### config.mk
export PLATFORM = sky130hd
export DESIGN_NAME = dbg_port
export DESIGN_NICKNAME = d
export VERILOG_FILES = /design/src/rv_pkg.sv /design/src/dbg_port.sv
export SDC_FILE = /design/constraint.sdc
export NUM_CORES = 1
export LEC_CHECK = 0
export BUFFER_PORTS_ARGS = -buffer_cell sky130_fd_sc_hd__buf_2
export CAP_MARGIN = 20
export CORE_MARGIN = 2
export CORE_UTILIZATION = 49
export CTS_BUF_LIST = sky130_fd_sc_hd__clkbuf_8
export DETAILED_ROUTE_END_ITERATION = 7
export GPL_TIMING_DRIVEN = 0
export PLACE_DENSITY = 0.82
export SLEW_MARGIN = 10
export SYNTH_ARGS = -nofsm -noshare
export SYNTH_HDL_FRONTEND = slang
export SYNTH_SLANG_ARGS = --single-unit
### constraint.sdc
create_clock -name CPU_clk_i -period 3.77 [get_ports CPU_clk_i]
set_clock_uncertainty 0.05 [all_clocks]
set_input_delay 0.5655 -clock CPU_clk_i [delete_from_list [all_inputs] [get_ports CPU_clk_i]]
set_output_delay 0.5655 -clock CPU_clk_i [all_outputs]
set_load 0.02 [all_outputs]
### src/rv_pkg.sv
package rv_pkg;

    ////////////////////
    // sizes and credits
    ////////////////////
    localparam int MEM_WORDS    = 256;
    localparam int MEM_CREDITS  = 2;
    localparam int DBG_CREDITS  = 2;
    // one fetch or data access in flight at a time
    localparam int CORE_CREDITS = 1;
    localparam int DBG_PTR_W    = $clog2(DBG_CREDITS);
    localparam int NUM_REGS     = 32;

    // base opcodes of the supported subset
    localparam logic [6:0] OP_LUI    = 7'b0110111;
    localparam logic [6:0] OP_IMM    = 7'b0010011;
    localparam logic [6:0] OP_REG    = 7'b0110011;
    localparam logic [6:0] OP_LOAD   = 7'b0000011;
    localparam logic [6:0] OP_STORE  = 7'b0100011;
    localparam logic [6:0] OP_BRANCH = 7'b1100011;
    localparam logic [6:0] OP_JAL    = 7'b1101111;
    localparam logic [6:0] OP_SYSTEM = 7'b1110011;
    localparam logic [31:0] INSTR_EBREAK = 32'h0010_0073;

    typedef logic [31:0] word_t;
    typedef logic [4:0]  reg_addr_t;
    typedef logic [7:0]  mem_addr_t;
    // wide enough for any credit pool up to 3
    typedef logic [1:0]  cred_t;

    typedef enum logic {
        SRC_CORE = 1'b0,
        SRC_DBG  = 1'b1
    } src_e;

    typedef struct packed {
        logic      valid;
        logic      write;
        src_e      src;
        mem_addr_t addr;
        word_t     wdata;
    } mem_req_t;

    // a valid response also returns one credit to src
    typedef struct packed {
        logic  valid;
        src_e  src;
        word_t rdata;
    } mem_rsp_t;

    typedef enum logic [3:0] {
        ALU_ADD,
        ALU_SUB,
        ALU_AND,
        ALU_OR,
        ALU_XOR,
        ALU_SLT,
        ALU_SLL,
        ALU_SRL,
        ALU_PASSB
    } alu_op_e;

    typedef enum logic [1:0] {
        WB_ALU,
        WB_MEM,
        WB_PC4
    } wb_sel_e;

    typedef enum logic [2:0] {
        S_IDLE,
        S_FETCH,
        S_FWAIT,
        S_EXEC,
        S_MWAIT,
        S_HALT
    } core_state_e;

    typedef struct packed {
        reg_addr_t rs1;
        reg_addr_t rs2;
        reg_addr_t rd;
        word_t     imm;
        alu_op_e   alu_op;
        logic      alu_src_imm;
        logic      reg_write;
        logic      mem_read;
        logic      mem_write;
        logic      branch;
        logic      branch_ne;
        logic      jump;
        wb_sel_e   wb_sel;
        logic      halt;
    } dec_t;

endpackage

### src/dbg_port.sv
`timescale 1ns/1ps

module dbg_port import rv_pkg::*; (
    input  logic     CPU_clk_i,
    input  logic     rstn_i,
    input  mem_req_t dbg_req_i,
    input  logic     mem_gnt_i,
    input  mem_rsp_t mem_rsp_i,
    output mem_req_t mem_req_o,
    output mem_rsp_t dbg_rsp_o
);

    // request queue, one slot per outside credit
    mem_req_t               fifo_q [DBG_CREDITS];
    logic [DBG_PTR_W-1:0]   wr_ptr_q;
    logic [DBG_PTR_W-1:0]   rd_ptr_q;
    cred_t                  count_q;
    logic                   push;
    logic                   pop;

    assign push = dbg_req_i.valid;
    assign pop  = mem_req_o.valid & mem_gnt_i;

    always_ff @(posedge CPU_clk_i or negedge rstn_i) begin
        if (!rstn_i) begin
            wr_ptr_q <= '0;
            rd_ptr_q <= '0;
            count_q  <= '0;
        end else begin
            if (push) wr_ptr_q <= wr_ptr_q + 1'b1;
            if (pop) rd_ptr_q <= rd_ptr_q + 1'b1;
            count_q <= count_q + cred_t'(push) - cred_t'(pop);
        end
    end

    always_ff @(posedge CPU_clk_i) begin
        if (push) fifo_q[wr_ptr_q] <= dbg_req_i;
    end

    // oldest entry, retagged as debug
    always_comb begin
        mem_req_o       = fifo_q[rd_ptr_q];
        mem_req_o.valid = (count_q != '0);
        mem_req_o.src   = SRC_DBG;
    end

    // responses come back in order, nothing to reorder
    assign dbg_rsp_o = mem_rsp_i;

    // full queue means the outside world spent a credit it did not hold
    a_no_overflow: assert property (@(posedge CPU_clk_i) disable iff (!rstn_i)
        dbg_req_i.valid |-> (count_q < cred_t'(DBG_CREDITS)));

endmodule

# After elaboration in Yosys (flattened, before gate mapping)
# Memories as Yosys holds them, arrays and structs flattened.
# Index checks and enable logic that the tools add are counted.
dict set report word_totals {
  reg_bits 4
  latch_bits 0
  ram_bits 86
  romBits 0
  input_bits 80
  word_cells 12
  memories 1
}
dict set report op_classes {
  n_addsub 4
  multipliers 0
  div 0
  order_cmp 0
  eq_ne 0
  shifts 0
  n_mux 2
  n_bitwise 1
  n_reduce_logical 1
}
# memory depth width rd rd_ports_with_merged_regs write_ports line
set memory_table {}
lappend memory_table {fifo_q 2 43 1 0 1 dbg_port.sv:14} ;# mem_req_t fifo_q [DBG_CREDITS];
# cell n
set op_table {}
lappend op_table {{$add 1x1->1 const B} 2}
lappend op_table {{$add 2x1->2} 1}
lappend op_table {{$mux 1} 2}
lappend op_table {{$reduce_bool 2->1} 1}
lappend op_table {{$sub 2x1->2} 1}
lappend op_table {{$and 1x1->1} 1}

# Longest topological paths before layout
dict set report logic_depth {
  ltp_word 3
  depth_mapped 6
  mapped_depth_nobuf 6
}

# Worst setup path after synthesis
# No wires, ideal clock.
dict set report synth_timing {
  path_kind {in2reg}
  start {input port dbg_req_i[42] (netlist bit)}
  end {memory fifo_q[0][0] (netlist bit) (enable)}
  t_arrival_ns 2.398
  t_required_ns 3.276
  path_slack_ns 0.878
  path_stages 1
  n_path_buf 0
  path_cell_list {nor2b_1}
}
dict set report synth_between {
  elab_chain_cells 2
}
# element line
set synth_lines {}
lappend synth_lines {{start: declaration} dbg_port.sv:6} ;# input mem_req_t dbg_req_i,
lappend synth_lines {{$mux 1} dbg_port.sv:37} ;# if (push) fifo_q[wr_ptr_q] <= dbg_req_i;
lappend synth_lines {{$mux 1 (implied by the code)} dbg_port.sv:37}
lappend synth_lines {{end: declaration} dbg_port.sv:14}
# No other way between the ends.

==> flow_metrics.py <==
metrics = {
    "yosys": {
        "seq_area_frac_synth_pct": 70.7,
        "synth_top_family_by_area": "multiplexers",
        "synth_mux_area_share_pct": 16.8,
        "ys_seq_elements": 86,
        "synth_cells": 180,
        "synth.distinct_cells": 16,
        "synth_nets": 262,
        "synth-compound-area-share_pct": 0.207,
        "synth-xor-area-share_pct": 0.967,
        "synth-simple-area-share_pct": 0.518,
        "avgSynthCellArea_um2": 20.1,
        "synth_area_mm2": 0.00362,
        "yosys.area_share.adder_pct": 0.691,
        "yosysWarnings": 0,
    },
    "sta": {
        "finalCritPeriodShare_pct": 55.2,
        "clock.fmax_mhz": 481,
        "slew_headroom_pct": 65.1,
        "hold_viol_final": 0,
        "timing.hold.ws_ns": 0.366,
        "worstMarginPinSlew_ns": 0.523,
        "rsz0062_at_grt": "false",
        "fin_crit_ns": 2.08,
        "final-max-slew-violation-count": 0,
        "finalSetupViolCount": 0,
    },
    "pwr": {
        "leakagePower_nw": 1.99,
        "finalPower_mw": 3.13,
        "ir_drop_v": 0.000389,
        "p_per_area_mw_per_mm2": 689,
    },
    "routing": {
        "route.detailed.drc": 0,
        "vias": 1878,
        "avgRoutedWirePerCell_um": 14.2,
        "finalWirelength_um": 5930,
        "vias_per_cell": 4.51,
        "postRouteAntennaNets": 0,
        "drtIter0Drc": 57,
        "drt_pass1_iterations": 4,
    },
    "placed_design": {
        "place_congestion": 0.630,
        "dp_cells": 401,
        "place_area_mm2": 0.00440,
        "dp_hpwl_um": 4310,
        "port_buffers": 120,
    },
    "clock_network": {
        "ctsResizeCount": 0,
        "clockBufferDepth": 2,
        "cts_root_buf": "clkbuf_8",
        "cts_made_buffers": 9,
        "clkTransAtPathRegs_ns": 0.08,
        "cts_num_sinks": 86,
        "clk_latency_ns": 0.33,
        "cts_tree": "yes",
        "ctsHtreeMaxLevel": 3,
    },
    "die": {
        "die-area_mm2": 0.00810,
        "die_x_um": 90.0,
        "start_util_pct": 50.2,
        "coreArea_mm2": 0.00721,
        "io_pins": 157,
        "row_count": 31,
        "die_y_um": 90.0,
    },
    "cells_and_area": {
        "postLayoutCellArea_mm2": 0.00455,
        "area_growth_pct": 25.6,
        "fillers": 560,
        "antenna_cells": 0,
        "final_core_util_pct": 63.1,
        "nNetsFinal": 396,
        "drive_gt1_share_pct": 68.5,
        "fin_cells": 416,
        "regArea_mm2": 0.00256,
        "multi_input_area_um2": 707,
    },
    "critical_path": {
        "endpoint_kind": "output port",
        "crit_arrival_ns": 1.46,
        "worstSetupPathType": "flop to output port",
        "cp_max_fo": 10,
        "cp.required_ns": 3.15,
        "start_kind": "flop",
    },
    "global_routing": {
        "antenna_found_initial": 0,
        "grt_pass1_wl_um": 8990,
        "grt_usage_pct": 14.7,
        "overflow": 0,
        "grt_max_degree": 27,
        "grt_pass1_vias": 1937,
    },
    "worst_hold_path": {
        "hold_path_class": "primary input to flop",
    },
    "flow_run": {
        "max_cap_violations": 0,
    },
    "outcome": {
        "status": "finished clean",
    },
}
synthesized netlist by cell type (all sizes together):
library cell   n  area share (%)
edfxtp        82              68
mux2          41              17
buf           40             9.8
dfrtp          4             2.8
ha             2            0.69
inv            2            0.21
xnor2          2            0.48
xor2           2            0.48
and2           1            0.17
conb           1            0.10
nor2b          1            0.17
o21a           1            0.21
or2            1            0.17
layout by cell type, fill, tap and decap left out, types with 2 or more instances in the layout:
cell,synthesis,layout
buf_2,0,120
clkbuf_8,0,9
edfxtp_1,82,82
inv_1,2,4
dfrtp_1,4,4
clkinv_2,0,2
xnor2_1,2,2
mux2_4,39,39
ha_1,2,2
buf_12,4,6
buf_4,35,35
mux2_2,2,2
xor2_1,2,2
repair_timing:
item                                   CTS  global route
endpoints found under the hold margin    4             0
buffers inserted                         0             0
hold buffers                             1             0
sequential cells by signal (all words and copies together) (netlist names):
| register | cells |
|---|---|
| count_q | 2 |
| fifo_q | 82 |
| rd_ptr_q | 1 |
| wr_ptr_q | 1 |
area by class of cell:
| type | count | share of cell area, % |
|---|---|---|
| multi-input combinational | 52 | 15.5 |
| clock inverter | 5 | 0.467 |
| inverter | 2 | 0.165 |
| tap | 99 | 2.72 |
| sequential | 86 | 56.3 |
| timing repair buffer | 123 | 14.3 |
| buffer | 40 | 7.78 |
| clock buffer | 9 | 2.72 |
metal layers:
metal,global-route usage [%],share of wire [%]
met1,15.1,37
met2,27.5,56
met3,4.44,5.5
met4,6.15,0.86
met5,0,0
power breakdown:
part	switching, mW	leakage (nW)	internal, mW
combinational	0.670	1.09	0.637
clock	0.277	0.0848	0.223
sequential	0.0556	0.816	1.27
total	1.00	1.99	2.13
path summary, 6_finish.rpt:
path,startpoint,end,slack [ns],cells past startpoint
max in group asynchronous,rstn_i,count_q[0],3.02,2
worst max-delay path,rd_ptr_q,mem_req_o[26],1.69,4
min in group asynchronous,rstn_i,wr_ptr_q,0.52,2
worst min register to register,count_q[1],count_q[1],0.45,1
worst max register to register,count_q[1],count_q[1],2.23,6
worst min-delay path,dbg_req_i[21],fifo_q[1][21],0.37,1
stage by stage:
step / setup WS (ns) / TNS (ns)
global route: 1.63 / 0
CTS: 1.66 / 0
global placement: -0.316 / -12.87
finish: 1.69 / 0
detailed placement: 1.95 / 0
floorplan: 0.878 / 0
worst max-delay path: stages (launching register included):
cell and delay, ns:
dfrtp_1 0.38, buf_6 0.15, buf_12 0.15, mux2_4 0.29
buf_2 0.16
logic make-up (layout without fill, tap and decap cells):
family / Yosys count / in the layout
other cells: 1 / 1
compound gates: 1 / 1
flops: 86 / 86
buf+inv: 42 / 179
fa+ha+maj: 2 / 2
mux: 41 / 41
xor+xnor: 4 / 4
simple gates: 3 / 3
Note: power is estimated with default switching activity, not from simulation.
