==> src/rv_pkg.sv <==
package rv_pkg;

    ////////////////////
    // sizes and credits
    ////////////////////
    localparam int MEM_WORDS    = 256;
    localparam int MEM_CREDITS  = 2;
    localparam int DBG_CREDITS  = 2;
    // one fetch or data access in flight at a time
    localparam int CORE_CREDITS = 1;
    localparam int DBG_PTR_W    = $clog2(DBG_CREDITS);
    localparam int NUM_REGS     = 32;

    // base opcodes of the supported subset
    localparam logic [6:0] OP_LUI    = 7'b0110111;
    localparam logic [6:0] OP_IMM    = 7'b0010011;
    localparam logic [6:0] OP_REG    = 7'b0110011;
    localparam logic [6:0] OP_LOAD   = 7'b0000011;
    localparam logic [6:0] OP_STORE  = 7'b0100011;
    localparam logic [6:0] OP_BRANCH = 7'b1100011;
    localparam logic [6:0] OP_JAL    = 7'b1101111;
    localparam logic [6:0] OP_SYSTEM = 7'b1110011;
    localparam logic [31:0] INSTR_EBREAK = 32'h0010_0073;

    typedef logic [31:0] word_t;
    typedef logic [4:0]  reg_addr_t;
    typedef logic [7:0]  mem_addr_t;
    // wide enough for any credit pool up to 3
    typedef logic [1:0]  cred_t;

    typedef enum logic {
        SRC_CORE = 1'b0,
        SRC_DBG  = 1'b1
    } src_e;

    typedef struct packed {
        logic      valid;
        logic      write;
        src_e      src;
        mem_addr_t addr;
        word_t     wdata;
    } mem_req_t;

    // a valid response also returns one credit to src
    typedef struct packed {
        logic  valid;
        src_e  src;
        word_t rdata;
    } mem_rsp_t;

    typedef enum logic [3:0] {
        ALU_ADD,
        ALU_SUB,
        ALU_AND,
        ALU_OR,
        ALU_XOR,
        ALU_SLT,
        ALU_SLL,
        ALU_SRL,
        ALU_PASSB
    } alu_op_e;

    typedef enum logic [1:0] {
        WB_ALU,
        WB_MEM,
        WB_PC4
    } wb_sel_e;

    typedef enum logic [2:0] {
        S_IDLE,
        S_FETCH,
        S_FWAIT,
        S_EXEC,
        S_MWAIT,
        S_HALT
    } core_state_e;

    typedef struct packed {
        reg_addr_t rs1;
        reg_addr_t rs2;
        reg_addr_t rd;
        word_t     imm;
        alu_op_e   alu_op;
        logic      alu_src_imm;
        logic      reg_write;
        logic      mem_read;
        logic      mem_write;
        logic      branch;
        logic      branch_ne;
        logic      jump;
        wb_sel_e   wb_sel;
        logic      halt;
    } dec_t;

endpackage

==> src/mem_arbiter.sv <==
`timescale 1ns/1ps

module mem_arbiter import rv_pkg::*; (
    input  logic     CPU_clk_i,
    input  logic     rstn_i,
    input  mem_req_t core_req_i,
    input  mem_req_t dbg_req_i,
    input  mem_rsp_t mem_rsp_i,
    output logic     core_gnt_o,
    output logic     dbg_gnt_o,
    output mem_req_t mem_req_o,
    output mem_rsp_t core_rsp_o,
    output mem_rsp_t dbg_rsp_o
);

    cred_t cred_q;
    src_e  last_q;
    logic  has_cred;

    ////////////////////
    // round robin grant
    ////////////////////
    assign has_cred = (cred_q != '0);
    // on a tie the side not granted last wins
    assign core_gnt_o = has_cred & core_req_i.valid &
                        (~dbg_req_i.valid | (last_q == SRC_DBG));
    assign dbg_gnt_o  = has_cred & dbg_req_i.valid &
                        (~core_req_i.valid | (last_q == SRC_CORE));

    always_comb begin
        mem_req_o       = dbg_gnt_o ? dbg_req_i : core_req_i;
        mem_req_o.valid = core_gnt_o | dbg_gnt_o;
        mem_req_o.src   = dbg_gnt_o ? SRC_DBG : SRC_CORE;
    end

    // response routing by tag
    always_comb begin
        core_rsp_o       = mem_rsp_i;
        core_rsp_o.valid = mem_rsp_i.valid & (mem_rsp_i.src == SRC_CORE);
        dbg_rsp_o        = mem_rsp_i;
        dbg_rsp_o.valid  = mem_rsp_i.valid & (mem_rsp_i.src == SRC_DBG);
    end

    always_ff @(posedge CPU_clk_i or negedge rstn_i) begin
        if (!rstn_i) begin
            cred_q <= cred_t'(MEM_CREDITS);
            // core wins the first tie
            last_q <= SRC_DBG;
        end else begin
            cred_q <= cred_q - cred_t'(mem_req_o.valid) + cred_t'(mem_rsp_i.valid);
            if (core_gnt_o) begin
                last_q <= SRC_CORE;
            end else if (dbg_gnt_o) begin
                last_q <= SRC_DBG;
            end
        end
    end

    // an underflow wraps past MEM_CREDITS, so one bound covers both sides
    a_cred_range: assert property (@(posedge CPU_clk_i) disable iff (!rstn_i)
        cred_q <= cred_t'(MEM_CREDITS));

endmodule

==> config.mk <==
export PLATFORM = sky130hd
export DESIGN_NAME = mem_arbiter
export DESIGN_NICKNAME = d
export VERILOG_FILES = /design/src/rv_pkg.sv /design/src/mem_arbiter.sv
export SDC_FILE = /design/constraint.sdc
export NUM_CORES = 1
export LEC_CHECK = 0
export ABC_AREA = 1
export ABC_CLOCK_PERIOD_IN_PS = 2900
export BUFFER_PORTS_ARGS = -buffer_cell sky130_fd_sc_hd__buf_2
export CORE_AREA = 2 2 91 93
export DETAILED_ROUTE_END_ITERATION = 10
export DIE_AREA = 0 0 93 95
export PLACE_DENSITY_LB_ADDON = 0.1
export SYNTH_ARGS = -nofsm -noshare
export SYNTH_HDL_FRONTEND = slang
export SYNTH_SLANG_ARGS = --single-unit
==> constraint.sdc <==
create_clock -name CPU_clk_i -period 2.9 [get_ports CPU_clk_i]
set_clock_uncertainty 0.05 [all_clocks]
set_input_delay 0.145 -clock CPU_clk_i [delete_from_list [all_inputs] [get_ports CPU_clk_i]]
set_output_delay 0.145 -clock CPU_clk_i [all_outputs]
set_load 0.005 [all_outputs]
== After elaboration in Yosys (flattened, before gate mapping) ==
Cells that the tools add are included.
Operators by class
  $add $sub $neg: 2
  reduce and logical (&&, ||, !) cells: 2
  bitwise gates (word level): 13
  multiplexer cells: 4
Operator list (number)
  42-bit two-way mux: 1
  1-bit bitwise AND: 6
  1-bit inverter: 4
  2-bit nonzero test: 2
  1-bit two-way mux: 3
  1-bit bitwise OR: 3
  2-bit by 1-bit adder with 2-bit output: 1
  2-bit by 1-bit subtractor with 2-bit output: 1
Storage, ports and cells
  word-level logic and storage cells: 23
  output and inout port bits: 113
  flip-flop bits (word level): 3

== Depth between registers and ports, before layout ==
Gate-level depths: netlist (run 1).
  depth in word-level cells: 6
  gate-level depth with buffers: 9
  gate-level depth less buffers: 8

== Worst setup path before layout (run 1) ==
OpenSTA, ideal clock, no wires.
  kind: reg2reg
  from: register cred_q[1]
  to: register cred_q[1]
  slack: 1.440 ns
  data required time: 2.774 ns
  data arrival time: 1.334 ns
  stages on the path, launching flop included: 9
  clock period less this slack: 1.460 ns
  library setup time: 0.076 ns
  path through: dfstp_2 -> nor2_1 -> a21oi_1 -> ha_1 -> inv_1 -> ha_1 -> inv_1 -> nand2_1 -> nand2_1
RTL lines
  from (decl): RTL line mem_arbiter.sv:16  | cred_t cred_q;
  from (signal assigned): RTL line mem_arbiter.sv:46  | cred_q <= cred_t'(MEM_CREDITS);
  from (signal assigned): RTL line mem_arbiter.sv:50  | cred_q <= cred_q - cred_t'(mem_req_o.valid) + cred_t'(mem_rsp_i.valid);

==> flow_metrics.env, run 1 <==
export IMPL_setup_viol=0
export IMPL_dieArea_um2=8835
export IMPL_post_route_cell_area_um2=1679
export IMPL_syn_area_um2=1410
export IMPL_portBuffers=136
export IMPL_ant_nets=0
export IMPL_yosys_register_bits=3
export IMPL_tns_ns=0
export IMPL_top_layer="met4"
export IMPL_final_common_cell="buf_2"
export IMPL_fin_crit_sh_pct=78.87
export IMPL_drc=0
export IMPL_layout_common_cells="buf_2, nand2_1, nand4_1, inv_1"
export IMPL_drive_gt1_share_pct=49.33
export IMPL_die_h_um=95
export IMPL_peakVddDrop_uv=372.1
export IMPL_die_w_um=93
export IMPL_status="finished clean"
export IMPL_grt_util_all_layers_pct=9.758
export IMPL_core_area_um2=7928
export IMPL_final_nets=423
export IMPL_fmax_mhz=437.2
export IMPL_min_path_type="primary input to flip-flop"
export IMPL_finalHoldViolations=0
export IMPL_wl_met3_um=483
export IMPL_worstPathMaxFanout=43
export IMPL_yosys_warnings=0
export IMPL_root_buffer="clkbuf_8"
export IMPL_antenna_found_initial=0
export IMPL_tightest_slew_ns=0.5308
export IMPL_path_clk_slew_ns=0.03
export IMPL_diodes=0
export IMPL_crit_arrival_ns=2.09
export IMPL_via_count=1641
export IMPL_drtPass1Iterations=4
export IMPL_yosys_cell_types_count=17
export IMPL_required_ns=2.71
export IMPL_wirelength_mm=4.899
export IMPL_wl_per_cell_um=12.16
export IMPL_route_met2_wl_mm=2.557
export IMPL_grt_pass1_vias=1492
export IMPL_max_cap_violations=0
export IMPL_grt_pass1_wl_mm=6.996
export IMPL_postCtsSetupBuffers=0
export IMPL_worstSetupStartpointType="flip-flop"
export IMPL_total_leakage_power_uw=0.001079
export IMPL_placed_cell_area_um2=1624
export IMPL_gp_congestion=0.6154
export IMPL_grt_setup_unrepaired="no"
export IMPL_htree_levels=1
export IMPL_crit_type="flip-flop to output port"
export IMPL_grt_overflow=0
export IMPL_yosysSeqAreaShare_pct=5.501
export IMPL_end_kind="output port"
export IMPL_syn_nets=363
export IMPL_dp_hpwl_mm=3.633
export IMPL_num_rows=33
export IMPL_min_period_ns=2.287
export IMPL_report_final_slew_viol_count=0
export IMPL_vias_per_cell=4.072
export IMPL_area_growth_pct=19.08
export IMPL_initial_utilization_pct=17.79
export IMPL_cts_tree="built"
export IMPL_clock_latency_ns=0.21
export IMPL_relSlewSlack_pct=64.61
export IMPL_synth_avg_cell_area_um2=5.900
export IMPL_grt_max_degree=44
export IMPL_io_pins=235
export IMPL_syn_inst=239
export IMPL_drt_iter0_drc=54
export IMPL_cts_sinks=3
export IMPL_cellPowerDensity_nw_per_um2=603.9
export IMPL_numCtsBuffers=3
export IMPL_drt_met1_wl_mm=1.795
export IMPL_clockBufferDepth=2
[cells in the mapped netlist]
| master | number | area (µm²) |
|---|---|---|
| nand3_1 | 1 | 5.000 |
| nand2_4 | 1 | 11.26 |
| buf_4 | 67 | 503.0 |
| buf_2 | 13 | 65.06 |
| nand4_1 | 41 | 256.5 |
| nand2_2 | 1 | 6.260 |
| inv_2 | 1 | 3.750 |
| nand2_1 | 89 | 334.1 |
| nor2_1 | 3 | 11.26 |
| inv_1 | 9 | 33.78 |
| o21ai_0 | 2 | 10.01 |
| buf_6 | 4 | 45.04 |
| a21oi_1 | 1 | 5.000 |
| dfrtp_1 | 1 | 25.02 |
| dfstp_2 | 2 | 52.55 |
| nand3_4 | 1 | 17.52 |
| ha_1 | 2 | 25.02 |
[state kept, by name, summed over array words and instances (netlist names)]
signal  flops
last_q      1
cred_q      2
[routing by layer]
layer  vias up  track usage [%]
met3        16            1.596
li1        832                -
met4         0            2.941
met2        91            19.38
met1       702            10.47
met5         -                0
[per-stage QoR]
step | power, µW | std cells | setup WS [ns] | hold slack, ns | utilization [%]
floorplan | 696.1 | 239 | 1.440 | -0.2006 | -
global placement | 932.8 | 398 | 0.7276 | -0.1056 | 20.49
detailed placement | 921.1 | 398 | 0.7613 | -0.1057 | 20.49
CTS | 1049 | 403 | 0.5336 | 0.1493 | 21.18
global route | 1157 | 403 | 0.3448 | 0.1689 | 21.18
finish | 1014 | 403 | 0.6129 | 0.1445 | 21.18
[final timing paths]
check                              start             to  slack, ns  depth (start not counted)
hold / removal             mem_rsp_i[33]      cred_q[0]       0.14                          2
setup reg to reg               cred_q[1]         last_q       1.08                          4
setup / recovery               cred_q[1]  mem_req_o[12]       0.61                          6
hold reg to reg                   last_q         last_q       0.46                          2
min in group asynchronous         rstn_i      cred_q[0]       0.20                          2
max in group asynchronous         rstn_i         last_q       2.40                          2
[cell families after synthesis]
family,synth area share (%)
adders and majority gates,1.774
DFF,5.501
AOI/OAI and AO/OA,1.064
buffers and inverters,46.14
and+or+nand+nor,45.52
[worst max-delay path, cell delays in order (launching register included)]
cell	delay (ns)
dfstp_2	0.54
inv_2	0.05
nand2_4	0.35
nand3_4	0.53
nand2_1	0.20
nand2_1	0.06
buf_2	0.12
[final cells by class]
cell class	count	area, µm²
multi-input combinational	142	681.9
tap	105	131.4
inverter	10	37.54
clock buffer	4	45.04
fill	951	6248
sequential	3	77.57
timing repair buffer	139	705.7
[what timing repair did]
| action | 4_1_cts | 5_1_grt |
|---|---|---|
| resized for setup | 0 | 0 |
| hold buffers | 1 | 0 |
| endpoints found under the hold margin | 3 | 0 |
[power by group]
group / leakage [µW] / internal, µW / switching, µW
clock: 0.0000228 / 93.6 / 26.1
sequential: 0.0000327 / 76.0 / 15.0
combinational: 0.00102 / 309 / 494
total: 0.00108 / 479 / 535
(Power assumes the default switching activity.)
==> inputs of run 2 (changes only) <==
ABC_CLOCK_PERIOD_IN_PS = 2200   (was 2900)
clock period = 2.2 ns   (was 2.9 ns; I/O delays follow)
==> flow_metrics.env, run 2 (synthesized netlist as in run 1, its figures left out) <==
export IMPL_status="finished clean"
export IMPL_root_buffer="clkbuf_8"
export IMPL_initial_utilization_pct=17.79
export IMPL_slowest_stage="dfstp_2"
export IMPL_slowest_delay_ns=0.53
export IMPL_dp_hpwl_mm=3.659
export IMPL_die_h_um=95
export IMPL_largestRegisters="cred_q (2), last_q (1)"
export IMPL_wl_per_cell_um=11.88
export IMPL_portBuffers=136
export IMPL_final_nets=426
export IMPL_max_cap_violations=0
export IMPL_layout_common_cells="buf_2, nand2_1, nand4_1, inv_1, buf_4"
export IMPL_cpLargestDelayFamily="simple AND/OR/NAND/NOR gates"
export IMPL_tns_ns=0
export IMPL_cellPowerDensity_nw_per_um2=803.1
export IMPL_tightest_slew_ns=0.5144
export IMPL_cts_tree="built"
export IMPL_top_layer="met4"
export IMPL_grt_setup_unrepaired="no"
export IMPL_crit_arrival_ns=1.68
export IMPL_fmax_mhz=542.1
export IMPL_die_w_um=93
export IMPL_drive_gt1_share_pct=49.83
export IMPL_required_ns=2.04
export IMPL_rr_endpoint="cred_q[1]"
export IMPL_min_path_type="primary input to flip-flop"
export IMPL_core_area_um2=7928
export IMPL_drt_met1_wl_mm=1.772
export IMPL_worstHoldStart="mem_rsp_i[33]"
export IMPL_end_kind="output port"
export IMPL_antenna_found_initial=1
export IMPL_drt_iter0_drc=40
export IMPL_min_period_ns=1.845
export IMPL_finalPower_uw=1369
export IMPL_fin_crit_sh_pct=83.85
export IMPL_grt_pass1_vias=1463
export IMPL_finalHoldViolations=0
export IMPL_crit_top_cell="nand2_1"
export IMPL_rr_startpoint="cred_q[1]"
export IMPL_dieArea_um2=8835
export IMPL_vias_per_cell=4.049
export IMPL_htree_levels=1
export IMPL_route_met2_wl_mm=2.484
export IMPL_path_cells="inv_2, nand2_4, nand3_4, nand2_1, nand2_1, buf_2"
export IMPL_io_pins=235
export IMPL_numCtsBuffers=3
export IMPL_relSlewSlack_pct=65.71
export IMPL_report_final_slew_viol_count=0
export IMPL_grt_max_degree=44
export IMPL_ff2ff_path_depth=8
export IMPL_setup_viol=0
export IMPL_largest_register="cred_q"
export IMPL_worstSetupStartpointType="flip-flop"
export IMPL_rrSetupSlack_ns=0.66
export IMPL_clock_latency_ns=0.21
export IMPL_finish_utilization_pct=21.50
export IMPL_path_buf_inv=2
export IMPL_largest_reg_flops=2
export IMPL_drc=0
export IMPL_wirelength_mm=4.835
export IMPL_peakVddDrop_uv=453.5
export IMPL_worstPathMaxFanout=43
export IMPL_num_rows=33
export IMPL_wl_met3_um=477
export IMPL_grt_util_all_layers_pct=9.973
export IMPL_grt_overflow=0
export IMPL_min_path_cells=2
export IMPL_via_count=1648
export IMPL_crit_type="flip-flop to output port"
export IMPL_gp_congestion=0.6455
export IMPL_clockBufferDepth=2
export IMPL_path_clk_slew_ns=0.03
export IMPL_final_common_cell="buf_2"
export IMPL_cts_sinks=3
export IMPL_ant_nets=0
export IMPL_area_growth_pct=20.85
export IMPL_holdPathEnd="cred_q[0]"
export IMPL_grt_pass1_wl_mm=7.051
export IMPL_drtPass1Iterations=4
export IMPL_total_leakage_power_uw=0.001092
export IMPL_cts_resized=0
==> run 2: final cells by class <==
type,count,area [µm²]
fillers,943,6223
repair buffers,142,728.2
multi-input cells,142,681.9
well taps,105,131.4
flip-flops and latches,3,77.57
clock buffers,4,45.04
inverters,10,37.54
diodes,1,2.502
==> run 2: power by group <==
group	switching, µW	internal (µW)	total [µW]
Clock	34.0	123	157
Combinational	657	434	1090
Sequential	19.8	100	120
Total	711	657	1370
==> run 2: what timing repair did <==
item / 4_1_cts / 5_1_grt
endpoints found under the setup margin: 0 / 0
hold buffers: 1 / 0
endpoints found under the hold margin: 3 / 0
buffers inserted: 0 / 0
==> run 2: worst reg2reg max path, delay by kind of cell (launching register included) <==
kind,cells,cell delay [ns]
flops,1,0.53
simple gates,3,0.16
buf+inv,2,0.10
fa+ha+maj,2,0.42
compound gates,1,0.21
==> run 2: metal layers <==
layer  track usage [%]  up-vias
met5                 0        -
met1             10.42      700
li1                  -      838
met3             1.756       18
met4             3.676        0
met2             19.75       92
==> run 2: worst max-delay path by stage <==
stage	startpoint	to	slack, ns	cells after the start
after global routing	cred_q[1]	mem_req_o[17]	0.17	6
after detailed placement	cred_q[1]	mem_req_o[12]	0.52	6
after floorplan	cred_q[1]	cred_q[1]	0.74	8
after CTS	cred_q[1]	mem_req_o[12]	0.29	6
after global placement	dbg_req_i[42]	mem_req_o[12]	0.49	6
final	cred_q[1]	mem_req_o[12]	0.36	6
==> run 2: metrics by stage <==
stage / area (µm²) / instances / setup slack (ns) / hold slack (ns)
6_report: 1704 / 407 / 0.3552 / 0.1161
5_1_grt: 1704 / 407 / 0.1734 / 0.1420
4_1_cts: 1702 / 406 / 0.2885 / 0.1238
3_5_place_dp: 1647 / 401 / 0.5161 / -0.1401
3_3_place_gp: 1647 / 401 / 0.4910 / -0.1405
2_1_floorplan: 1410 / 239 / 0.7405 / -0.2356
